==> config.mk <==
export PLATFORM = sky130hd
export DESIGN_NAME = complex_mul_add
export DESIGN_NICKNAME = d
export VERILOG_FILES = /design/src/common/cmul_pkg.sv /design/src/cmul/cmul_round_sat.sv /design/src/cmul/cmul_prod_stage.sv /design/src/cmul/cmul_macc_stage.sv /design/src/source/complex_mul_add.sv
export SDC_FILE = /design/constraint.sdc
export NUM_CORES = 2
export LEC_CHECK = 0
export BUFFER_PORTS_ARGS = -buffer_cell sky130_fd_sc_hd__buf_2
export CAP_MARGIN = 10
export CORE_ASPECT_RATIO = 0.8
export CORE_MARGIN = 10
export CORE_UTILIZATION = 35
export DETAILED_ROUTE_END_ITERATION = 7
export PLACE_DENSITY = 0.49
export SLEW_MARGIN = 20
export SYNTH_ARGS = -nofsm -noshare
export SYNTH_HDL_FRONTEND = slang
export SYNTH_SLANG_ARGS = --single-unit
==> constraint.sdc <==
create_clock -name clk_i -period 17.14 [get_ports clk_i]
set_clock_uncertainty 0.2 [all_clocks]
set_input_delay 1.714 -clock clk_i [delete_from_list [all_inputs] [get_ports clk_i]]
set_output_delay 1.714 -clock clk_i [all_outputs]
set_load 0.05 [all_outputs]
==> src/common/cmul_pkg.sv <==
package cmul_pkg;

  // Q1.15 sample format
  localparam int SAMPLE_W = 16;
  localparam int FRAC_W   = 15;

  // exact product is Q2.30, exact sum of two products is Q3.30
  localparam int PROD_W   = 2 * SAMPLE_W;
  localparam int SUM_W    = PROD_W + 1;

  typedef logic signed [SAMPLE_W-1:0] sample_t;
  typedef logic signed [PROD_W-1:0]   prod_t;
  typedef logic signed [SUM_W-1:0]    sum_t;

  // a1 sits in the low word, b2 in the high word
  typedef struct packed {
    sample_t b2;
    sample_t a2;
    sample_t b1;
    sample_t a1;
  } cmul_operands_t;

  typedef struct packed {
    sample_t im;
    sample_t re;
  } cplx_t;

  typedef struct packed {
    logic sat;      // a part was clipped
    logic inexact;  // a part lost nonzero fraction bits
  } cmul_status_t;

  // first stage products plus the operands still needed by the second stage
  typedef struct packed {
    prod_t   a1a2;
    prod_t   a1b2;
    sample_t b1;
    sample_t a2;
    sample_t b2;
  } prod_pipe_t;

endpackage

==> src/cmul/cmul_round_sat.sv <==
`timescale 1ns/100ps

module cmul_round_sat (
  input  cmul_pkg::sum_t     sum_i,
  output cmul_pkg::sample_t  value_o,
  output logic               sat_o,
  output logic               inexact_o
);

  // kept part of the sum plus one bit of headroom for the round-up carry
  localparam int RND_W = cmul_pkg::SUM_W - cmul_pkg::FRAC_W + 1;

  logic             guard;
  logic             sticky;
  logic             lsb;
  logic             round_up;
  logic [RND_W-1:0] rounded;
  logic [RND_W-cmul_pkg::SAMPLE_W:0] top_bits;

  assign guard  = sum_i[cmul_pkg::FRAC_W-1];
  assign sticky = |sum_i[cmul_pkg::FRAC_W-2:0];
  assign lsb    = sum_i[cmul_pkg::FRAC_W];

  // nearest, ties to even; truncation of two's complement is a floor
  assign round_up = guard & (sticky | lsb);
  assign rounded  = {sum_i[cmul_pkg::SUM_W-1], sum_i[cmul_pkg::SUM_W-1:cmul_pkg::FRAC_W]}
                  + RND_W'(round_up);

  // fits in Q1.15 only when all bits above the sample are sign copies
  assign top_bits = rounded[RND_W-1:cmul_pkg::SAMPLE_W-1];
  assign sat_o    = ~((&top_bits) | ~(|top_bits));

  always_comb begin
    if (sat_o) begin
      value_o = {rounded[RND_W-1], {(cmul_pkg::SAMPLE_W-1){~rounded[RND_W-1]}}};
    end else begin
      value_o = rounded[cmul_pkg::SAMPLE_W-1:0];
    end
  end

  assign inexact_o = guard | sticky | sat_o;

endmodule

==> src/cmul/cmul_prod_stage.sv <==
`timescale 1ns/100ps

module cmul_prod_stage (
  input  logic                       clk_i,
  input  logic                       reset_i,
  input  logic                       flush_i,
  // upstream
  input  cmul_pkg::cmul_operands_t   operands_i,
  input  logic                       valid_i,
  output logic                       ready_o,
  // downstream
  output cmul_pkg::prod_pipe_t       pipe_o,
  output logic                       valid_o,
  input  logic                       ready_i,
  output logic                       busy_o
);

  logic                 valid_q;
  logic                 load;
  cmul_pkg::prod_pipe_t pipe_d;
  cmul_pkg::prod_pipe_t pipe_q;

  // accept when empty or when the content moves on this edge
  assign ready_o = ~flush_i & (~valid_q | ready_i);
  assign load    = valid_i & ready_o;

  // exact signed products, operands carried along for the second pass
  always_comb begin
    pipe_d.a1a2 = operands_i.a1 * operands_i.a2;
    pipe_d.a1b2 = operands_i.a1 * operands_i.b2;
    pipe_d.b1   = operands_i.b1;
    pipe_d.a2   = operands_i.a2;
    pipe_d.b2   = operands_i.b2;
  end

  always_ff @(posedge clk_i) begin
    if (reset_i || flush_i) begin
      valid_q <= 1'b0;
    end else if (load) begin
      valid_q <= 1'b1;
    end else if (ready_i) begin
      // item left and nothing replaced it
      valid_q <= 1'b0;
    end
  end

  always_ff @(posedge clk_i) begin
    if (load) begin
      pipe_q <= pipe_d;
    end
  end

  assign pipe_o  = pipe_q;
  assign valid_o = valid_q;
  assign busy_o  = valid_q;

endmodule

==> src/cmul/cmul_macc_stage.sv <==
`timescale 1ns/100ps

module cmul_macc_stage (
  input  logic                     clk_i,
  input  logic                     reset_i,
  input  logic                     flush_i,
  // from the product stage
  input  cmul_pkg::prod_pipe_t     pipe_i,
  input  logic                     valid_i,
  output logic                     ready_o,
  // result side
  output cmul_pkg::cplx_t          result_o,
  output cmul_pkg::cmul_status_t   status_o,
  output logic                     valid_o,
  input  logic                     ready_i,
  output logic                     busy_o
);

  logic                          valid_q;
  logic                          load;

  // one extra bit so that negating -1.0 stays exact
  logic signed [cmul_pkg::SAMPLE_W:0] neg_b1;

  cmul_pkg::prod_t         nb1b2;
  cmul_pkg::prod_t         b1a2;
  cmul_pkg::sum_t          sum_re;
  cmul_pkg::sum_t          sum_im;
  cmul_pkg::cplx_t         result_d;
  cmul_pkg::cmul_status_t  status_d;
  cmul_pkg::cplx_t         result_q;
  cmul_pkg::cmul_status_t  status_q;
  logic                    sat_re;
  logic                    sat_im;
  logic                    inexact_re;
  logic                    inexact_im;

  assign ready_o = ~flush_i & (~valid_q | ready_i);
  assign load    = valid_i & ready_o;

  // re = a1*a2 + (-b1)*b2, im = a1*b2 + b1*a2
  assign neg_b1 = -pipe_i.b1;
  assign nb1b2  = neg_b1 * pipe_i.b2;
  assign b1a2   = pipe_i.b1 * pipe_i.a2;
  assign sum_re = pipe_i.a1a2 + nb1b2;
  assign sum_im = pipe_i.a1b2 + b1a2;

  cmul_round_sat round_re_i (
    .sum_i     (sum_re),
    .value_o   (result_d.re),
    .sat_o     (sat_re),
    .inexact_o (inexact_re)
  );

  cmul_round_sat round_im_i (
    .sum_i     (sum_im),
    .value_o   (result_d.im),
    .sat_o     (sat_im),
    .inexact_o (inexact_im)
  );

  assign status_d.sat     = sat_re | sat_im;
  assign status_d.inexact = inexact_re | inexact_im;

  always_ff @(posedge clk_i) begin
    if (reset_i || flush_i) begin
      valid_q <= 1'b0;
    end else if (load) begin
      valid_q <= 1'b1;
    end else if (ready_i) begin
      valid_q <= 1'b0;
    end
  end

  // result held under back-pressure
  always_ff @(posedge clk_i) begin
    if (load) begin
      result_q <= result_d;
      status_q <= status_d;
    end
  end

  assign result_o = result_q;
  assign status_o = status_q;
  assign valid_o  = valid_q;
  assign busy_o   = valid_q;

endmodule

==> src/source/complex_mul_add.sv <==
`timescale 1ns/100ps

module complex_mul_add (
  input  logic                       clk_i,
  input  logic                       reset_i,
  // input side, operands packed {b2,a2,b1,a1}
  input  cmul_pkg::cmul_operands_t   operands_i,
  input  logic                       in_valid_i,
  output logic                       in_ready_o,
  input  logic                       flush_i,
  // output side
  output cmul_pkg::cplx_t            result_o,
  output cmul_pkg::cmul_status_t     status_o,
  output logic                       out_valid_o,
  input  logic                       out_ready_i,
  // something in flight
  output logic                       busy_o
);

  cmul_pkg::prod_pipe_t prod_pipe;
  logic                 prod_valid;
  logic                 macc_ready;
  logic                 prod_busy;
  logic                 macc_busy;

  assign busy_o = prod_busy | macc_busy;

  // first pass, a1*a2 and a1*b2
  cmul_prod_stage prod_stage_i (
    .clk_i      (clk_i),
    .reset_i    (reset_i),
    .flush_i    (flush_i),
    .operands_i (operands_i),
    .valid_i    (in_valid_i),
    .ready_o    (in_ready_o),
    .pipe_o     (prod_pipe),
    .valid_o    (prod_valid),
    .ready_i    (macc_ready),
    .busy_o     (prod_busy)
  );

  // second pass, multiply-add per part with rounding
  cmul_macc_stage macc_stage_i (
    .clk_i    (clk_i),
    .reset_i  (reset_i),
    .flush_i  (flush_i),
    .pipe_i   (prod_pipe),
    .valid_i  (prod_valid),
    .ready_o  (macc_ready),
    .result_o (result_o),
    .status_o (status_o),
    .valid_o  (out_valid_o),
    .ready_i  (out_ready_i),
    .busy_o   (macc_busy)
  );

endmodule

==> flow_summary_export.csv <==
group,metric,value,unit
global_route,antenna_found_initial,14,
yosys,synth_top_area_cell,"fa_1",
timing,fin_crit_sh,0.704,
placement,dp_hpwl,105000,um
final_layout,nets,6606,
cts,cts_tree,"built",
worst_setup_path,path_common_cell,"fa_1",
worst_setup_path,critPathKind,"reg -> reg",
route,dr.pass1.iters,5,
worst_setup_path,cp.depth,39,
timing,setup_ws,5070,ps
yosys,synth_top_family_by_area,"adder cells",
global_route,gr-total-overflow,0,
cts,cts-root-buf,"clkbuf_16",
yosys,synthCells,5076,
worst_setup_path,timing.critical_path.buf_inv,6,
yosys,yosys.area_share.simple,0.150,
final_layout,area_delta_synth_final,6.29,%
worst_hold_path,min-delay-path-class,"reg -> reg",
final_layout,finish.utilization,0.376,
worst_setup_path,crit_arrival,12110,ps
worst_setup_path,worstSetupStartpoint,"prod_stage_i.pipe_o[33]",
worst_setup_path,crit_family,"adder cells",
cts,clock_path_buffers,2,
yosys,synth.area.top_cells,"fa_1 45%, ha_1 10%, inv_1 9.2%",
timing,slew_viol_final,0,
global_route,grt_usage,0.172,
timing,max_slew_margin,0.245,
job,maxCapViolations,0,
timing,tightest_slew,1130,ps
worst_hold_path,min_path_cells,2,
yosys,async_flop_share,0,
yosys,synth_flop_cell,"edfxtp_1",
timing,fin_setup_tns,0,ps
route,drt-initial-drc-count,2156,
timing,fmax,82.8,MHz
route,ant_nets,0,
cts,htreeDepth,4,
worst_setup_path,slowest_delay,740,ps
final_layout,drive_above_1_share,0.0463,
cts,clk_pin_slew,70,ps
floorplan,die-area,0.153,mm2
yosys,synthAdderAreaFrac,0.554,
yosys,synth_seq_area_share,0.0918,
yosys,syn_nets,6624,
final_layout,final_cell_mix,"1182 x inv_1, 1094 x fa_1, 641 x nand2_1",
floorplan,die_w,435,um
yosys,synth-seq-cells,148,
global_route,grt_pass1_vias,35400,
route,drc,0,
cts,worstSkewPairLatency,520,ps
yosys,synth-compound-area-share,0.0598,
worst_setup_path,critPathCaptureType,"register",
yosys,synth.distinct_cells,85,
global_route,grt_start_max_net_pins,44,
worst_setup_path,regToRegStartpoint,"prod_stage_i.pipe_o[33]",
route,wl,128000,um
placement,io_buffers,105,
final_layout,final_common_cell,"inv_1",
cts,cts_setup_buffers,0,
placement,dp_slack,5120,ps
cts,cts_resized,0,
worst_setup_path,reg2reg_slack,5070,ps
placement,place_congestion,0.826,
timing,hold_viol,0,
worst_setup_path,crit_required,17180,ps
worst_setup_path,worstRegToRegCells,39,
worst_setup_path,r2r-end,"macc_stage_i.result_o[3]",
floorplan,fp.dieH,352,um
route,viasPerCell,4.82,
yosys,syn-cell-area,0.0482,mm2
yosys,synth_xor_area_frac,0.0351,
floorplan,rows,121,
cts,cts_buffers,17,
cts,cts_hold_buf,0,
worst_setup_path,path_max_fanout,18,
floorplan,start_util,0.353,
worst_setup_path,worstSetupStartpointType,"register",
yosys,synth_edf_count,146,
yosys,synth_mux_area_frac,0.000883,
timing,rsz0062_at_grt,"no",
yosys,yosysTopAreaCellShare,0.454,
timing,period_needed,12070,ps
global_route,grt_pass1_wl,208000,um
yosys,synth_warnings,0,
yosys,avgSynthCellArea,9.49,um2
timing,setup_viol,0,
worst_setup_path,cp-endpoint,"macc_stage_i.result_o[3]",
outcome,status,"complete, no violations",
floorplan,io-pin-count,106,
route,vias,33300,
worst_setup_path,worst_path_max_delay_cell,"o41ai_1",
floorplan,fp.coreArea,0.136,mm2
route,wl_per_cell,18.5,um
cts,cts.sinks,148,
cell type report:
| type | instances | area [um2] |
|---|---|---|
| inverters | 1182 | 4440 |
| fillers | 13900 | 85200 |
| diodes | 2 | 5.00 |
| clock inverters | 14 | 118 |
| well taps | 1845 | 2310 |
| clock buffers | 18 | 429 |
| multi-input cells | 3558 | 38600 |
| flip-flops and latches | 148 | 4420 |
| repair buffers | 151 | 871 |
registers in the layout, indices dropped and copies added (netlist names):
register / cells
macc_stage_i.status_o: 2
macc_stage_i.busy_o: 1
macc_stage_i.result_o: 32
prod_stage_i.busy_o: 1
prod_stage_i.pipe_o: 112
tightest hold or removal path, stage by stage (launching register included):
cell	delay (ps)
dfxtp_1	340
nor2_1	110
nor3_1	50
metrics by stage:
stage	instances	hold WS [ps]	area (um2)
2_1_floorplan	5076	295	48200
3_3_place_gp	6884	319	50700
3_5_place_dp	6884	328	50700
4_1_cts	6916	340	51200
5_1_grt	6916	371	51200
6_report	6918	335	51200
cells in the mapped netlist (all sizes together), types with 54 or more instances:
cell type     n
nor3         54
nand2b       76
clkbuf      171
fa         1094
o21ai        58
nor2        102
nand2       641
edfxtp      146
xnor2       141
ha          385
a21oi       141
and2        423
inv        1182
layer usage:
| metal | part of all wire | track usage | up-vias |
|---|---|---|---|
| met4 | 0.013 | 0.0305 | 2 |
| met1 | 0.52 | 0.269 | 17200 |
| met3 | 0.047 | 0.0195 | 86 |
| met2 | 0.42 | 0.255 | 724 |
| li1 | - | - | 15300 |
| met5 | 0.000086 | 0 | - |
how the worst min path moves through the flow:
| stage | from | end |
|---|---|---|
| final | prod_stage_i.busy_o | macc_stage_i.busy_o |
| after detailed placement | prod_stage_i.busy_o | macc_stage_i.busy_o |
| after global routing | prod_stage_i.busy_o | macc_stage_i.busy_o |
| after floorplan | prod_stage_i.busy_o | macc_stage_i.busy_o |
| after global placement | prod_stage_i.busy_o | macc_stage_i.busy_o |
| after CTS | prod_stage_i.busy_o | macc_stage_i.busy_o |
cell families (layout without fill, tap and decap cells):
group                      after synthesis  in the layout
other                                    0              2
adders and majority gates             1479           1479
buffers and inverters                 1370           1365
and+or+nand+nor                       1458           1458
DFF                                    148            148
xor gates and xnor gates               193            193
muxes                                    4              4
AOI/OAI and AO/OA                      424            424
Power is left out: the tool's default activity adds up to more than one toggle a clock period on the data nets, which glitch-free logic cannot reach.
